`src/hdl/pdec_pkg.sv`:
```
// ============================================================
// path update shared sizes, encodings and bundles for the
// successive-cancellation list decoder
// ============================================================

package pdec_pkg;

  // ============================================================
  // sizes
  // ============================================================
  localparam int num_path   = 8;
  localparam int path_idx_w = 3;
  localparam int pm_idx_w   = 5;
  localparam int num_cand   = 32;   // four leaf candidates per path
  localparam int num_k      = 164;
  localparam int info_cnt_w = 8;
  localparam int num_dcrc   = 3;

  typedef logic [path_idx_w-1:0] path_idx_t;
  typedef logic [pm_idx_w-1:0]   pm_idx_t;
  typedef logic [info_cnt_w-1:0] info_cnt_t;
  typedef logic [num_dcrc-1:0]   dcrc_vec_t;
  typedef logic [num_path-1:0]   path_bmp_t;
  typedef logic [3:0]            leaf_bits_t;  // bit3 down to bit0
  typedef logic [1:0]            step_idx_t;   // up to four bit steps

  // ============================================================
  // encodings
  // ============================================================
  typedef enum logic [2:0] {
    jt_frozen  = 3'd0,
    jt_rep     = 3'd1,
    jt_bit2_t0 = 3'd2,
    jt_bit2_t1 = 3'd3,
    jt_bit3    = 3'd4,
    jt_bit4    = 3'd5,
    jt_normal  = 3'd7
  } jump_type_e;

  typedef enum logic [1:0] {
    stat_ck      = 2'd0,
    stat_valid   = 2'd1,
    stat_invalid = 2'd3
  } path_stat_e;

  typedef enum logic {
    mode_cd = 1'b0,   // failed check drops the path
    mode_ck = 1'b1    // failed check only marks it
  } dcrc_mode_e;

  typedef enum logic [1:0] {
    st_idle,
    st_step,
    st_done
  } seq_state_e;

  // ============================================================
  // bundles
  // ============================================================
  typedef struct packed {
    logic                      leaf_mode;
    jump_type_e                jump_type;
    logic [1:0]                dcrc_num;   // 0 = off
    dcrc_mode_e                dcrc_mode;
    dcrc_vec_t                 dcrc_ini;
    info_cnt_t [num_dcrc-1:0]  dcrc_idx;   // check position per parity bit
  } node_cfg_t;

  typedef struct packed {
    logic      first;     // start step, parents are copied
    logic      fire;      // one decoded bit per path
    step_idx_t idx;
    info_cnt_t info_cnt;
  } step_t;

  typedef struct packed {
    logic      dec;
    path_idx_t idx;
  } list_ent_t;

  typedef struct packed {
    path_bmp_t                 wen;
    info_cnt_t                 waddr;
    list_ent_t [num_path-1:0]  wdata;
  } list_wr_t;

endpackage
```
`src/hdl/pdec_updt_path.sv`:
```
// ============================================================
// polar list decoder path update stage, eight list paths
// ============================================================
`timescale 1ns/1ps

module pdec_updt_path (
  input  logic                                           clk,
  input  logic                                           rst_n,
  input  pdec_pkg::node_cfg_t                            node_cfg,
  input  logic                                           dec_start,
  input  logic                                           upd_valid,
  input  pdec_pkg::path_bmp_t                            srvl_bmp,
  input  pdec_pkg::pm_idx_t    [pdec_pkg::num_path-1:0]  pm_idx,
  input  pdec_pkg::leaf_bits_t [pdec_pkg::num_cand-1:0]  bit_val,
  input  pdec_pkg::dcrc_vec_t  [pdec_pkg::num_k-1:0]     dcrc_info,
  output logic                                           upd_ready,
  output logic                                           upd_done,
  output pdec_pkg::list_wr_t                             list_wr,
  output pdec_pkg::path_stat_e [pdec_pkg::num_path-1:0]  path_stat,
  output logic                                           early_term
);

  pdec_pkg::step_t                              step;
  pdec_pkg::path_bmp_t                          dec_bit;
  pdec_pkg::path_idx_t [pdec_pkg::num_path-1:0] parent;

  // step control
  pdec_bit_seq u_bit_seq (
    .clk       (clk),
    .rst_n     (rst_n),
    .node_cfg  (node_cfg),
    .dec_start (dec_start),
    .upd_valid (upd_valid),
    .upd_ready (upd_ready),
    .step      (step),
    .upd_done  (upd_done)
  );

  // decoded bits and list memory writes
  pdec_dec_bit u_dec_bit (
    .clk      (clk),
    .rst_n    (rst_n),
    .node_cfg (node_cfg),
    .step     (step),
    .srvl_bmp (srvl_bmp),
    .pm_idx   (pm_idx),
    .bit_val  (bit_val),
    .dec_bit  (dec_bit),
    .parent   (parent),
    .list_wr  (list_wr)
  );

  // parity, status, early stop
  pdec_dcrc_path u_dcrc_path (
    .clk        (clk),
    .rst_n      (rst_n),
    .node_cfg   (node_cfg),
    .dec_start  (dec_start),
    .step       (step),
    .srvl_bmp   (srvl_bmp),
    .dec_bit    (dec_bit),
    .parent     (parent),
    .dcrc_info  (dcrc_info),
    .path_stat  (path_stat),
    .early_term (early_term)
  );

endmodule

```
`src/hdl/pdec_dcrc_path.sv`:
```
// ============================================================
// distributed CRC parity per path, path status tracking and
// early termination
// ============================================================
`timescale 1ns/1ps

module pdec_dcrc_path (
  input  logic                                           clk,
  input  logic                                           rst_n,
  input  pdec_pkg::node_cfg_t                            node_cfg,
  input  logic                                           dec_start,
  input  pdec_pkg::step_t                                step,
  input  pdec_pkg::path_bmp_t                            srvl_bmp,
  input  pdec_pkg::path_bmp_t                            dec_bit,
  input  pdec_pkg::path_idx_t  [pdec_pkg::num_path-1:0]  parent,
  input  pdec_pkg::dcrc_vec_t  [pdec_pkg::num_k-1:0]     dcrc_info,
  output pdec_pkg::path_stat_e [pdec_pkg::num_path-1:0]  path_stat,
  output logic                                           early_term
);

  pdec_pkg::dcrc_vec_t  [pdec_pkg::num_path-1:0] dcrc_q;
  pdec_pkg::dcrc_vec_t  [pdec_pkg::num_path-1:0] dcrc_base;
  pdec_pkg::path_stat_e [pdec_pkg::num_path-1:0] stat_q;
  pdec_pkg::dcrc_vec_t                           num_mask;
  pdec_pkg::dcrc_vec_t                           info_mask;
  pdec_pkg::dcrc_vec_t                           chk_d;
  pdec_pkg::dcrc_vec_t                           chk_q;
  pdec_pkg::path_bmp_t                           chk_bmp_q;
  pdec_pkg::path_bmp_t                           fail;
  logic                                          all_invalid;
  logic                                          any_valid;

  // ============================================================
  // shared check and info masks
  // ============================================================
  always_comb begin
    for (int j = 0; j < pdec_pkg::num_dcrc; j++) begin
      num_mask[j] = (j < node_cfg.dcrc_num);
      chk_d[j]    = step.fire & (j < node_cfg.dcrc_num) &
                    (step.info_cnt == node_cfg.dcrc_idx[j]);
    end
  end

  // guard against info counts past the table
  assign info_mask = (step.fire && (step.info_cnt < pdec_pkg::num_k)) ?
                     (dcrc_info[step.info_cnt] & num_mask) : '0;

  always_ff @(posedge clk or negedge rst_n) begin
    if (!rst_n) begin
      chk_q     <= '0;
      chk_bmp_q <= '0;
    end else begin
      chk_q     <= chk_d;
      chk_bmp_q <= step.fire ? srvl_bmp : '0;  // paths that took a bit
    end
  end

  // ============================================================
  // per path parity and status
  // ============================================================
  for (genvar i = 0; i < pdec_pkg::num_path; i++) begin : g_path

    assign dcrc_base[i] = step.first ? dcrc_q[parent[i]] : dcrc_q[i];

    always_ff @(posedge clk or negedge rst_n) begin
      if (!rst_n) begin
        dcrc_q[i] <= '0;
      end else if (dec_start) begin
        dcrc_q[i] <= node_cfg.dcrc_ini;
      end else if (srvl_bmp[i] && (step.first || step.fire)) begin
        dcrc_q[i] <= dcrc_base[i] ^ (info_mask & {pdec_pkg::num_dcrc{dec_bit[i]}});
      end
    end

    // register already holds the updated parity here
    assign fail[i] = chk_bmp_q[i] & (|(chk_q & dcrc_q[i]));

    always_ff @(posedge clk or negedge rst_n) begin
      if (!rst_n) begin
        stat_q[i] <= pdec_pkg::stat_invalid;
      end else if (dec_start) begin
        stat_q[i] <= (i == 0) ? pdec_pkg::stat_valid : pdec_pkg::stat_invalid;
      end else if (step.first) begin
        if (!srvl_bmp[i]) begin
          stat_q[i] <= pdec_pkg::stat_invalid;
        end else if (stat_q[parent[i]] == pdec_pkg::stat_ck) begin
          stat_q[i] <= pdec_pkg::stat_ck;    // inherit mark
        end else begin
          stat_q[i] <= pdec_pkg::stat_valid;
        end
      end else if (fail[i]) begin
        stat_q[i] <= (node_cfg.dcrc_mode == pdec_pkg::mode_cd) ?
                     pdec_pkg::stat_invalid : pdec_pkg::stat_ck;
      end
    end

  end

  assign path_stat = stat_q;

  // ============================================================
  // early termination
  // ============================================================
  always_comb begin
    all_invalid = 1'b1;
    any_valid   = 1'b0;
    for (int p = 0; p < pdec_pkg::num_path; p++) begin
      all_invalid = all_invalid & (stat_q[p] == pdec_pkg::stat_invalid);
      any_valid   = any_valid | (stat_q[p] == pdec_pkg::stat_valid);
    end
  end

  assign early_term = (node_cfg.dcrc_mode == pdec_pkg::mode_cd) ? all_invalid : ~any_valid;

endmodule

```
`src/hdl/pdec_dec_bit.sv`:
```
// ============================================================
// decoded bit datapath: parent index, leaf nibble capture and
// list memory writes for every path
// ============================================================
`timescale 1ns/1ps

module pdec_dec_bit (
  input  logic                                            clk,
  input  logic                                            rst_n,
  input  pdec_pkg::node_cfg_t                             node_cfg,
  input  pdec_pkg::step_t                                 step,
  input  pdec_pkg::path_bmp_t                             srvl_bmp,
  input  pdec_pkg::pm_idx_t    [pdec_pkg::num_path-1:0]   pm_idx,
  input  pdec_pkg::leaf_bits_t [pdec_pkg::num_cand-1:0]   bit_val,
  output pdec_pkg::path_bmp_t                             dec_bit,
  output pdec_pkg::path_idx_t  [pdec_pkg::num_path-1:0]   parent,
  output pdec_pkg::list_wr_t                              list_wr
);

  // leaf bit for a given step, b is {bit3,bit2,bit1,bit0}
  function automatic logic leaf_bit(input pdec_pkg::jump_type_e jt,
                                    input pdec_pkg::step_idx_t  idx,
                                    input pdec_pkg::leaf_bits_t b);
    logic r;
    r = 1'b0;
    case (jt)
      pdec_pkg::jt_bit2_t0: r = (idx == 2'd0) ? (b[3] ^ b[1]) : b[3];
      pdec_pkg::jt_bit2_t1: r = (idx == 2'd0) ? (b[3] ^ b[2]) : b[3];
      pdec_pkg::jt_bit3: begin
        case (idx)
          2'd0:    r = b[3] ^ b[1];
          2'd1:    r = b[3] ^ b[2];
          default: r = b[3];
        endcase
      end
      pdec_pkg::jt_bit4: begin
        case (idx)
          2'd0:    r = ^b;            // parity of all four
          2'd1:    r = b[3] ^ b[1];
          2'd2:    r = b[3] ^ b[2];
          default: r = b[3];
        endcase
      end
      default: r = 1'b0;   // frozen
    endcase
    return r;
  endfunction

  pdec_pkg::leaf_bits_t [pdec_pkg::num_path-1:0] nib_q;
  pdec_pkg::path_bmp_t                           wen_q;
  pdec_pkg::info_cnt_t                           waddr_q;
  pdec_pkg::list_ent_t  [pdec_pkg::num_path-1:0] wdata_q;
  logic                                          is_rep;
  logic                                          use_parent;

  assign is_rep     = (node_cfg.jump_type == pdec_pkg::jt_rep);
  assign use_parent = (step.idx == 2'd0) | is_rep;  // later leaf steps point to self

  // ============================================================
  // per path
  // ============================================================
  for (genvar i = 0; i < pdec_pkg::num_path; i++) begin : g_path

    // repetition sorts 16 candidates, the others 32
    assign parent[i] = is_rep ? pm_idx[i][3:1] : pm_idx[i][4:2];

    always_ff @(posedge clk) begin
      if (step.first && node_cfg.leaf_mode) begin
        nib_q[i] <= bit_val[pm_idx[i]];
      end
    end

    always_comb begin
      if (!node_cfg.leaf_mode || is_rep) begin
        dec_bit[i] = pm_idx[i][0];
      end else begin
        dec_bit[i] = leaf_bit(node_cfg.jump_type, step.idx, nib_q[i]);
      end
    end

    always_ff @(posedge clk) begin
      if (step.fire) begin
        wdata_q[i].dec <= dec_bit[i];
        wdata_q[i].idx <= use_parent ? parent[i] : pdec_pkg::path_idx_t'(i);
      end
    end

  end

  // ============================================================
  // list write port
  // ============================================================
  always_ff @(posedge clk or negedge rst_n) begin
    if (!rst_n) begin
      wen_q <= '0;
    end else begin
      wen_q <= step.fire ? srvl_bmp : '0;  // one cycle per step
    end
  end

  always_ff @(posedge clk) begin
    if (step.fire) begin
      waddr_q <= step.info_cnt;
    end
  end

  assign list_wr.wen   = wen_q;
  assign list_wr.waddr = waddr_q;
  assign list_wr.wdata = wdata_q;

endmodule

```
`src/hdl/pdec_bit_seq.sv`:
```
// ============================================================
// path update sequencer: accepts an update request, runs the
// decoded-bit steps and keeps the info bit counter
// ============================================================
`timescale 1ns/1ps

module pdec_bit_seq (
  input  logic                clk,
  input  logic                rst_n,
  input  pdec_pkg::node_cfg_t node_cfg,
  input  logic                dec_start,
  input  logic                upd_valid,
  output logic                upd_ready,
  output pdec_pkg::step_t     step,
  output logic                upd_done
);

  pdec_pkg::seq_state_e state_q;
  pdec_pkg::seq_state_e state_d;
  pdec_pkg::step_idx_t  step_cnt_q;
  pdec_pkg::step_idx_t  last_idx;
  pdec_pkg::info_cnt_t  info_cnt_q;
  logic                 accept;
  logic                 in_step;

  assign accept  = upd_valid & upd_ready;
  assign in_step = (state_q == pdec_pkg::st_step);

  // number of bit steps minus one
  always_comb begin
    last_idx = 2'd0;
    if (node_cfg.leaf_mode) begin
      case (node_cfg.jump_type)
        pdec_pkg::jt_bit2_t0,
        pdec_pkg::jt_bit2_t1: last_idx = 2'd1;
        pdec_pkg::jt_bit3:    last_idx = 2'd2;
        pdec_pkg::jt_bit4:    last_idx = 2'd3;
        default:              last_idx = 2'd0;  // rep, frozen
      endcase
    end
  end

  // ============================================================
  // FSM
  // ============================================================
  always_comb begin
    state_d = state_q;
    case (state_q)
      pdec_pkg::st_idle: begin
        if (accept) begin
          // non-leaf node fires in the accept cycle itself
          state_d = node_cfg.leaf_mode ? pdec_pkg::st_step : pdec_pkg::st_done;
        end
      end
      pdec_pkg::st_step: begin
        if (step_cnt_q == last_idx) state_d = pdec_pkg::st_done;
      end
      pdec_pkg::st_done: state_d = pdec_pkg::st_idle;
      default:           state_d = pdec_pkg::st_idle;
    endcase
  end

  always_ff @(posedge clk or negedge rst_n) begin
    if (!rst_n) begin
      state_q <= pdec_pkg::st_idle;
    end else begin
      state_q <= state_d;
    end
  end

  always_ff @(posedge clk or negedge rst_n) begin
    if (!rst_n) begin
      step_cnt_q <= '0;
    end else if (accept) begin
      step_cnt_q <= '0;
    end else if (in_step) begin
      step_cnt_q <= step_cnt_q + 2'd1;
    end
  end

  // info position, one per fired step
  always_ff @(posedge clk or negedge rst_n) begin
    if (!rst_n) begin
      info_cnt_q <= '0;
    end else if (dec_start) begin
      info_cnt_q <= '0;
    end else if (step.fire) begin
      info_cnt_q <= info_cnt_q + 1'b1;
    end
  end

  assign step.first    = accept;
  assign step.fire     = (accept & ~node_cfg.leaf_mode) | in_step;
  assign step.idx      = in_step ? step_cnt_q : 2'd0;
  assign step.info_cnt = info_cnt_q;

  assign upd_ready = (state_q == pdec_pkg::st_idle);
  assign upd_done  = (state_q == pdec_pkg::st_done);  // one cycle after last step

endmodule

```
`config.mk`:
```
export PLATFORM = sky130hd
export DESIGN_NAME = pdec_updt_path
export DESIGN_NICKNAME = d
export VERILOG_FILES = /design/src/hdl/pdec_pkg.sv /design/src/hdl/pdec_updt_path.sv /design/src/hdl/pdec_dcrc_path.sv /design/src/hdl/pdec_dec_bit.sv /design/src/hdl/pdec_bit_seq.sv
export SDC_FILE = /design/constraint.sdc
export NUM_CORES = 1
export LEC_CHECK = 0
export BUFFER_PORTS_ARGS = -buffer_cell sky130_fd_sc_hd__buf_2
export CORE_AREA = 2 2 301 303
export CTS_BUF_LIST = sky130_fd_sc_hd__clkbuf_8
export CTS_CLUSTER_SIZE = 25
export DETAILED_ROUTE_END_ITERATION = 8
export DIE_AREA = 0 0 303 305
export PLACE_DENSITY = 0.51
export SLEW_MARGIN = 20
export SYNTH_ARGS = -nofsm -noshare
export SYNTH_HDL_FRONTEND = slang
export SYNTH_SLANG_ARGS = --single-unit
```
`constraint.sdc`:
```
create_clock -name clk -period 7.7 [get_ports clk]
set_clock_uncertainty 0.15 [all_clocks]
set_input_delay 0 -clock clk [delete_from_list [all_inputs] [get_ports clk]]
set_output_delay 0 -clock clk [all_outputs]
set_load 0.05 [all_outputs]
```
=== Yosys cells after proc, flatten, opt, wreduce, memory -nomap -nowiden ===
Cells that the tools add are included.
Widths: inputs -> output; s select.

* Logic and storage cells: 419
* Register bits: 135
* Latch bits: 0
* ROM bits: 0
* Memories kept: 0
* RAM bits: 0

* Mux-type cells: 185
* Shifts and indexed selects: 0
* Equality and inequality tests: 31
* Magnitude comparators: 21
* Multiply operators: 0
* Bitwise operators: 75
* Div/mod/pow operators: 0
* $add $sub $neg: 2
* Reductions and logical operators: 59

{| class="wikitable"
|+ Operators by type and width
! operator !! count
|-
| $bmux 4 s5 || 8
|-
| $mux 3 || 42
|-
| $mux 2 || 48
|-
| $bmux 3 s3 || 8
|-
| $and 3x3->3 || 17
|-
| $bmux 2 s3 || 8
|-
| $lt 5x6->1 const B || 8
|-
| $mux 1 || 33
|-
| $lt 3x4->1 const B || 8
|-
| $mux 4 || 8
|-
| $pmux 1 s4 || 8
|-
| $reduce_xor 4->1 || 8
|-
| $bmux 3 s8 || 1
|-
| $eq 8x8->1 || 3
|-
| $mux 8 || 3
|-
| $pmux 1 s3 || 8
|-
| $reduce_bool 3->1 || 8
|-
| $reduce_or 3->1 || 8
|-
| $xor 3x3->3 || 8
|-
| $and 1x1->1 || 23
|-
| $eq 2x1->1 const B || 10
|-
| $eq 2x2->1 const B || 10
|-
| $logic_not 2->1 || 10
|-
| $reduce_bool 2->1 || 10
|-
| 22 further kinds || 67
|}

=== Longest topological paths before layout ===
Gate-level depths: netlist (run 1).

* Depth after elaboration: 10
* Depth in mapped cells: 15

=== Hierarchy ===
A second synthesis (run 1) with hierarchy kept.

* Cell total of the unflattened synthesis: 1796
* Area, all modules: 22659.2 µm²

{| class="wikitable"
|+ Modules (own cells, without submodules)
! module !! area an instance (µm²) !! cells an instance !! seq. area each (µm²) !! instances
|-
| pdec_dec_bit || 12205.5 || 778 || 2362.3 || 1
|-
| pdec_dcrc_path || 9746.8 || 949 || 1296.2 || 1
|-
| pdec_bit_seq || 706.9 || 69 || 300.3 || 1
|}

=== Least setup slack after synthesis (run 1) ===
OpenSTA, ideal clock, no wires.

* Kind: register -> register
* Start: register u_bit_seq.state_q[1]
* End: register u_dec_bit.nib_q[0] (netlist bit), enable pin
* Period minus slack after synthesis: 3.862 ns
* Setup slack: 3.838 ns
* Setup time: 0.422 ns
* Path buffers: 3
* Data arrival time: 3.290 ns
* Cell stages (with the launch flop): 7
* Path through: dfrtp_1 > clkbuf_1 > nor2_1 > nand2_1 > clkbuf_1 > buf_1 > nor2_1

* Longest elaborated chain between the ends: 3

{| class="wikitable"
|+ RTL lines
! element !! RTL line !! text
|-
| from (decl) || pdec_bit_seq.sv:18 || <nowiki>pdec_pkg::seq_state_e state_q;</nowiki>
|-
| from (signal assigned) || pdec_bit_seq.sv:65 || <nowiki>state_q <= pdec_pkg::st_idle;</nowiki>
|-
| from (signal assigned) || pdec_bit_seq.sv:67 || <nowiki>state_q <= state_d;</nowiki>
|-
| $logic_not 2->1 || pdec_bit_seq.sv:97 || <nowiki>assign upd_ready = (state_q == pdec_pkg::st_idle);</nowiki>
|-
| via upd_ready || pdec_updt_path.sv:16 || <nowiki>output logic upd_ready,</nowiki>
|-
| $and 1x1->1 || pdec_bit_seq.sv:26 || <nowiki>assign accept = upd_valid & upd_ready;</nowiki>
|-
| $logic_and 1x1->1 || pdec_dec_bit.sv:68 || <nowiki>if (step.first && node_cfg.leaf_mode) begin</nowiki>
|-
| to (signal, indexed assignment) || pdec_dec_bit.sv:69 || <nowiki>nib_q[i] <= bit_val[pm_idx[i]];</nowiki>
|-
| to (decl) || pdec_dec_bit.sv:49 || <nowiki>pdec_pkg::leaf_bits_t [pdec_pkg::num_path-1:0] nib_q;</nowiki>
|}

The timed path passes the listed nets, and every way through them passes these cells.
A chain may end at the register's enable or synchronous reset.

=== Worst setup path in the final report (run 1) ===
* Start: register u_bit_seq.info_cnt_q[0]
* End: register u_dcrc_path.dcrc_q[0] (netlist bit)

* Longest elaborated chain between the ends: 8

{| class="wikitable"
|+ RTL lines
! element !! RTL line !! text
|-
| from (decl) || pdec_bit_seq.sv:22 || <nowiki>pdec_pkg::info_cnt_t info_cnt_q;</nowiki>
|-
| from (signal assigned) || pdec_bit_seq.sv:88 || <nowiki>info_cnt_q <= info_cnt_q + 1'b1;</nowiki>
|-
| $bmux 3 s8 || pdec_dcrc_path.sv:46 || <nowiki>(dcrc_info[step.info_cnt] & num_mask) : '0;</nowiki>
|-
| $mux 3 (implied by the code) || pdec_dcrc_path.sv:46 ||
|-
| $and 3x3->3 || pdec_dcrc_path.sv:46 ||
|-
| $mux 3 (*) || pdec_dcrc_path.sv:45 || <nowiki>assign info_mask = (step.fire && (step.info_cnt < pdec_pkg::num_k)) ?</nowiki>
|-
| $and 3x3->3 (*) || pdec_dcrc_path.sv:71 || <nowiki>dcrc_q[i] <= dcrc_base[i] ^ (info_mask & {pdec_pkg::num_dcrc{dec_bit[i]}});</nowiki>
|-
| $xor 3x3->3 (*) || pdec_dcrc_path.sv:71 ||
|-
| $mux 3 (*) || pdec_dcrc_path.sv:70 || <nowiki>end else if (srvl_bmp[i] && (step.first || step.fire)) begin</nowiki>
|-
| $mux 3 (*) || pdec_dcrc_path.sv:68 || <nowiki>end else if (dec_start) begin</nowiki>
|-
| to (signal, indexed assignment) || pdec_dcrc_path.sv:69 || <nowiki>dcrc_q[i] <= node_cfg.dcrc_ini;</nowiki>
|-
| to (signal, indexed assignment) || pdec_dcrc_path.sv:71 ||
|-
| to (decl) || pdec_dcrc_path.sv:21 || <nowiki>pdec_pkg::dcrc_vec_t [pdec_pkg::num_path-1:0] dcrc_q;</nowiki>
|}

Every way passes the cells marked *; elsewhere a longest branch is shown, timed or not. The select of a mux whose other input is x is not followed.

==> results of run 1 <==
[stage by stage]
stage | setup WS [ps] | instance area (sq um) | hold slack [ps] | util (%) | total power, mW
3_5_place_dp | 3400 | 28400 | 125 | 31.8 | 5.19
4_1_cts | 3170 | 29200 | 17.0 | 32.7 | 5.87
6_report | 3280 | 29300 | 73.8 | 32.8 | 5.87
2_1_floorplan | 3840 | 23900 | -446 | - | 3.96
5_1_grt | 2840 | 29300 | 45.4 | 32.7 | 6.17
3_3_place_gp | 3400 | 28400 | 132 | 31.8 | 5.18
[registers in the layout, summed over array words and instances (netlist names)]
name	count
u_dec_bit.list_wr	32
u_dec_bit.nib_q	32
u_dcrc_path.dcrc_q	24
u_dcrc_path.path_stat	16
u_bit_seq.info_cnt_q	8
u_dcrc_path.chk_bmp_q	8
u_dec_bit.waddr_q	8
u_dcrc_path.chk_q	3
u_bit_seq.state_q	2
u_bit_seq.step_cnt_q	2
[cells by family (layout without fill, tap and decap cells)]
kind of cell,Yosys count,in the layout,share of synthesized area [%]
xor+xnor,67,67,2.46
compound gates,556,556,15.4
other cells,0,18,0
flops,135,135,15.8
fa+ha+maj,3,3,0.157
mux,614,614,50.4
simple gates,499,499,10.2
buf+inv,320,941,5.75
[final cells by class]
cell class	instances	area [sq um]	share of cell area (%)
inverters	47	176	0.603
repair buffers	862	4670	15.9
clock buffers	17	234	0.799
multi-input cells	1739	18700	64.0
diodes	18	45.0	0.154
flip-flops and latches	135	3770	12.9
clock inverters	15	161	0.551
well taps	1176	1470	5.03
[layout by cell type (no fill, tap or decap), types with 32 or more instances in the layout]
cell type      instances
xnor2_1               51
nor3_1                55
nand3_1               32
mux2_2                49
mux2i_1              101
nor2_1               108
inv_1                 46
nand2_1              154
a211oi_1              62
mux4_2               464
edfxtp_1              72
buf_4                 47
buf_2                772
o22ai_1               34
dlygate4sd3_1         41
a21oi_1              132
dfrtp_1               42
o21ai_0              106
[worst max-delay path by stage]
stage	cells past startpoint	to
final	11	u_dcrc_path.dcrc_q[0]
after global routing	11	u_dcrc_path.dcrc_q[0]
after CTS	11	u_dcrc_path.dcrc_q[0]
after detailed placement	10	u_dcrc_path.dcrc_q[1]
after global placement	10	u_dcrc_path.dcrc_q[1]
after floorplan	6	u_dec_bit.nib_q[0]
[worst register-to-register path: cells and delay by family, from the launching register on]
kind,cells,cell delay (ps)
buffers and inverters,3,1320
AOI/OAI and AO/OA,5,1060
DFF,1,780
muxes,1,780
xor gates and xnor gates,1,120
and+or+nand+nor,1,100
[per-layer routing]
metal	routed length [microns]	GRT usage [%]	vias up
met5	41	0	-
met2	63700	45.7	1670
li1	-	-	10300
met1	48300	35.1	12600
met3	11400	5.09	241
met4	6270	11.5	6
[report_power, final]
group	internal [mW]	switching [mW]	leakage, nW	total (mW)
clock network	0.269	0.370	0.192	0.639
logic	1.60	2.18	9.25	3.78
registers	1.00	0.447	1.44	1.45
total	2.87	3.00	10.9	5.87
==> results.toml, run 1 <==
[critical_path]
cp-start-kind = "flip-flop"
reg2regPathDepth = 11
r2r_slack_ps = 3280
timing.rr.start = "u_bit_seq.info_cnt_q[0]"
cpPeakStageDelay_ps = 780
reg2reg_to = "u_dcrc_path.dcrc_q[0]"
cp-end-kind = "flip-flop"
path_cells = "buf_12, mux4_2, a221oi_1, o21ai_0, a32oi_1, o21ai_1, buf_4, nand3b_2, xnor2_1, a31oi_1, dlygate4sd3_1"
arrival_ps = 4670
critPathKind = "reg -> reg"
worstPathRequired_ps = 7950
crit_start = "u_bit_seq.info_cnt_q[0]"
cp_slowest_cell = "dfrtp_4"
cp_top_family = "buffers and inverters"
cp_max_fo = 98
path_buf_inv = 3

[detailed_routing]
wire_per_inst_microns = 32.3
vias = 24800
final_antenna_net_count = 0
drc_errors = 21
wl_microns = 130000
drt_iter0_drc = 3235
drt_first_pass_iters = 8
vias_per_cell = 6.19

[min_path]
hold_depth = 4
hold_path.class = "in -> reg"
holdPathEnd = "u_dcrc_path.dcrc_q[1]"
hold_path_startpoint = "node_cfg[25]"

[yosys]
synth_top_cell_by_area = "mux4_2"
synth_edf_count = 72
yosys_warnings = 0
syn-num-nets = 2903
synth_most_common_cell = "mux4_2"
netlist_area_sq_mm = 0.0239
ys_seq_elements = 135
yosysSeqAreaShare_pct = 15.8
async_flop_share_pct = 46.7
syn_avg_cell_area_sq_um = 10.9
synthTopCellsByCount = "mux4_2, clkbuf_1, nand2_1"
ys_types = 73
yosysTopAreaCellShare_pct = 43.8
yosys_most_used_dff = "edfxtp_1"
yosys-top-cells-area = "mux4_2, edfxtp_1, dfrtp_1, mux2i_1, a21oi_1"
postSynthCellCount = 2194

[timing]
slew_viol_final = 0
worst_slew_pin_slew_ps = 1080
max_freq_mhz = 226
min_period_ps = 4420
setup_viol = 0
period_share_pct = 57.4
tns_ps = 0
rsz0062_at_grt = "no"
slew_headroom_pct = 25.9
hold_viol = 0

[clocking]
root_buffer = "clkbuf_8"
cts_sinks = 135
clockBufferDepth = 2
cts_hold_buffers = 41
cts_htree_levels = 4
post_cts.repair.setup_buffers = 0
tritoncts = "yes"
clk_latency_ps = 520
cts.clk_slew.worst_paths_ps = 90
post_cts_resized = 0
numCtsBuffers = 17

[grt]
track_usage_pct = 27.5
antenna_found_initial = 29
overflow = 0
grt_pass1_wl_microns = 183000
grt_max_degree = 99
grt_pass1_vias = 24200

[place]
place.port_buffers = 772
dp.cells = 3918
dp_hpwl_microns = 98400
place_congestion = 0.937

[pwr]
p_leak_nw = 10.9
ir_worst_vdd_v = 0.000223
power_density_mw_per_mm2 = 201

[floorplanning]
pin_count = 773
die_area_sq_mm = 0.0924
core_area_sq_mm = 0.0893
die_w_microns = 303
initial_core_util_pct = 26.7
die_y_microns = 305
core.rowCount = 110

[layout]
syn_to_final_growth_pct = 22.7
instances_no_fill = 4009
fill_cells = 9109
drive_above_1_share_pct = 50.2
nNetsFinal = 3511

[status]
status = "finished, violations left"
violations = "design-rule violations"

[job]
max-cap-violations = 0
No activity file was read; power rests on OpenSTA's default activity.
==> run 2: changes to the inputs <==
CORE_AREA = 2 2 300 302   (was 2 2 301 303)
DIE_AREA = 0 0 302 304   (was 0 0 303 305)
PLACE_DENSITY = 0.53   (was 0.51)
clock period = 3.7 ns   (was 7.7 ns; I/O delays follow)
==> results.toml, run 2 (synthesis results as in run 1) <==
[floorplanning]
core.rowCount = 110
pin_count = 773
core_area_sq_mm = 0.0890
die_w_microns = 302
die_y_microns = 304
die_area_sq_mm = 0.0918
initial_core_util_pct = 26.8

[timing]
holdWs_ps = 96.7
max_freq_mhz = 285
slew_headroom_pct = 25.1
period_share_pct = 94.7
hold_viol = 0
rsz0062_at_grt = "no"
tns_ps = 0
setup_viol = 0
worst_slew_pin_slew_ps = 1120
min_period_ps = 3510
slew_viol_final = 0

[detailed_routing]
wire_per_inst_microns = 30.9
wl_microns = 127000
vias_per_cell = 6.10
drt_first_pass_iters = 5
drc_errors = 0
vias = 25000
final_antenna_net_count = 0
drt_iter0_drc = 2847

[critical_path]
worstPathRequired_ps = 4030
cp-start-kind = "flip-flop"
r2r_slack_ps = 190
arrival_ps = 3840
critPathKind = "reg -> reg"
cp_max_fo = 22
cp-end-kind = "flip-flop"

[layout]
nNetsFinal = 3594
drive_above_1_share_pct = 51.8
final_common_cell = "buf_2"
instances_no_fill = 4096
final_cell_mix = "buf_2, mux4_2, nand2_1, a21oi_1, buf_4"
syn_to_final_growth_pct = 26.4

[clocking]
root_buffer = "clkbuf_8"
tritoncts = "yes"
cts_sinks = 135
cts.clk_slew.worst_paths_ps = 100
clk_latency_ps = 560
post_cts.repair.setup_buffers = 0
numCtsBuffers = 17
cts_htree_levels = 4
clockBufferDepth = 2

[grt]
grt_pass1_wl_microns = 180000
track_usage_pct = 27.1
grt_pass1_vias = 24200
overflow = 0
antenna_found_initial = 32
grt_max_degree = 77

[place]
dp_hpwl_microns = 99500
dp.cells = 4002
place.port_buffers = 772
place_congestion = 1.00

[pwr]
power_mw = 12.6
p_leak_nw = 11.4
power_density_mw_per_mm2 = 419
ir_worst_vdd_v = 0.000278

[job]
max-cap-violations = 0

[status]
status = "finished clean"

[min_path]
hold_path.class = "in -> reg"
==> run 2: what timing repair did <==
item | 4_1_cts | 5_1_grt
hold buffers | 40 | 0
setup endpoints to repair | 0 | 3
hold endpoints to repair | 142 | 0
gates resized for setup | 0 | 3
==> run 2: final cells by class <==
class | count | area [sq um]
flip-flops and latches | 135 | 3770
well taps | 1176 | 1470
multi-input cells | 1739 | 18800
inverters | 47 | 176
clock inverters | 14 | 193
clock buffers | 18 | 248
diodes | 22 | 55.1
repair buffers | 945 | 5490
fillers | 9007 | 58900
==> run 2: metrics by stage <==
stage / worst slack (ps) / cell area (sq um) / util, %
6_report: 194 / 30200 / 33.9
5_1_grt: 16.4 / 30100 / 33.8
4_1_cts: 86.4 / 30100 / 33.8
3_5_place_dp: 133 / 29300 / 32.8
3_3_place_gp: 135 / 29300 / 32.8
2_1_floorplan: 374 / 23900 / -
==> run 2: per-layer routing <==
metal  share of wire (%)  wire, microns  vias up  GRT usage, %
met3                 9.5          12100      250          5.55
met1                  37          47000    12500          34.6
li1                    -              -    10500             -
met2                  49          61500     1712          44.3
met5               0.040             51        -             0
met4                 4.8           6110        8          11.9
==> run 2: final timing paths <==
path | cells past startpoint | to | start
setup / recovery | 11 | u_dcrc_path.dcrc_q[11] | u_bit_seq.info_cnt_q[0]
hold / removal | 6 | u_bit_seq.state_q[1] | node_cfg[32]
setup reg to reg | 11 | u_dcrc_path.dcrc_q[11] | u_bit_seq.info_cnt_q[0]
hold reg to reg | 2 | u_dcrc_path.path_stat[10] | u_dcrc_path.path_stat[10]
max in group asynchronous | 4 | u_dcrc_path.chk_bmp_q[7] | rst_n
min in group asynchronous | 3 | u_dcrc_path.path_stat[10] | rst_n
==> run 2: report_power, final <==
group          internal, mW  switching (mW)  leakage [nW]
logic                  3.58            4.70          9.74
registers              2.09           0.769          1.44
clock network         0.759           0.733         0.231
total                  6.43            6.20          11.4
==> run 2: worst max-delay path, cell delays in order (launching register included) <==
cell and delay [ps]:
dfrtp_4 570, buf_12 230, mux4_2 530, a22oi_1 330
nand3_1 290, nand3_1 280, a22oi_1 160, a221oi_4 260
buf_12 160, nor3_1 60, xor2_1 180, o21ai_1 150
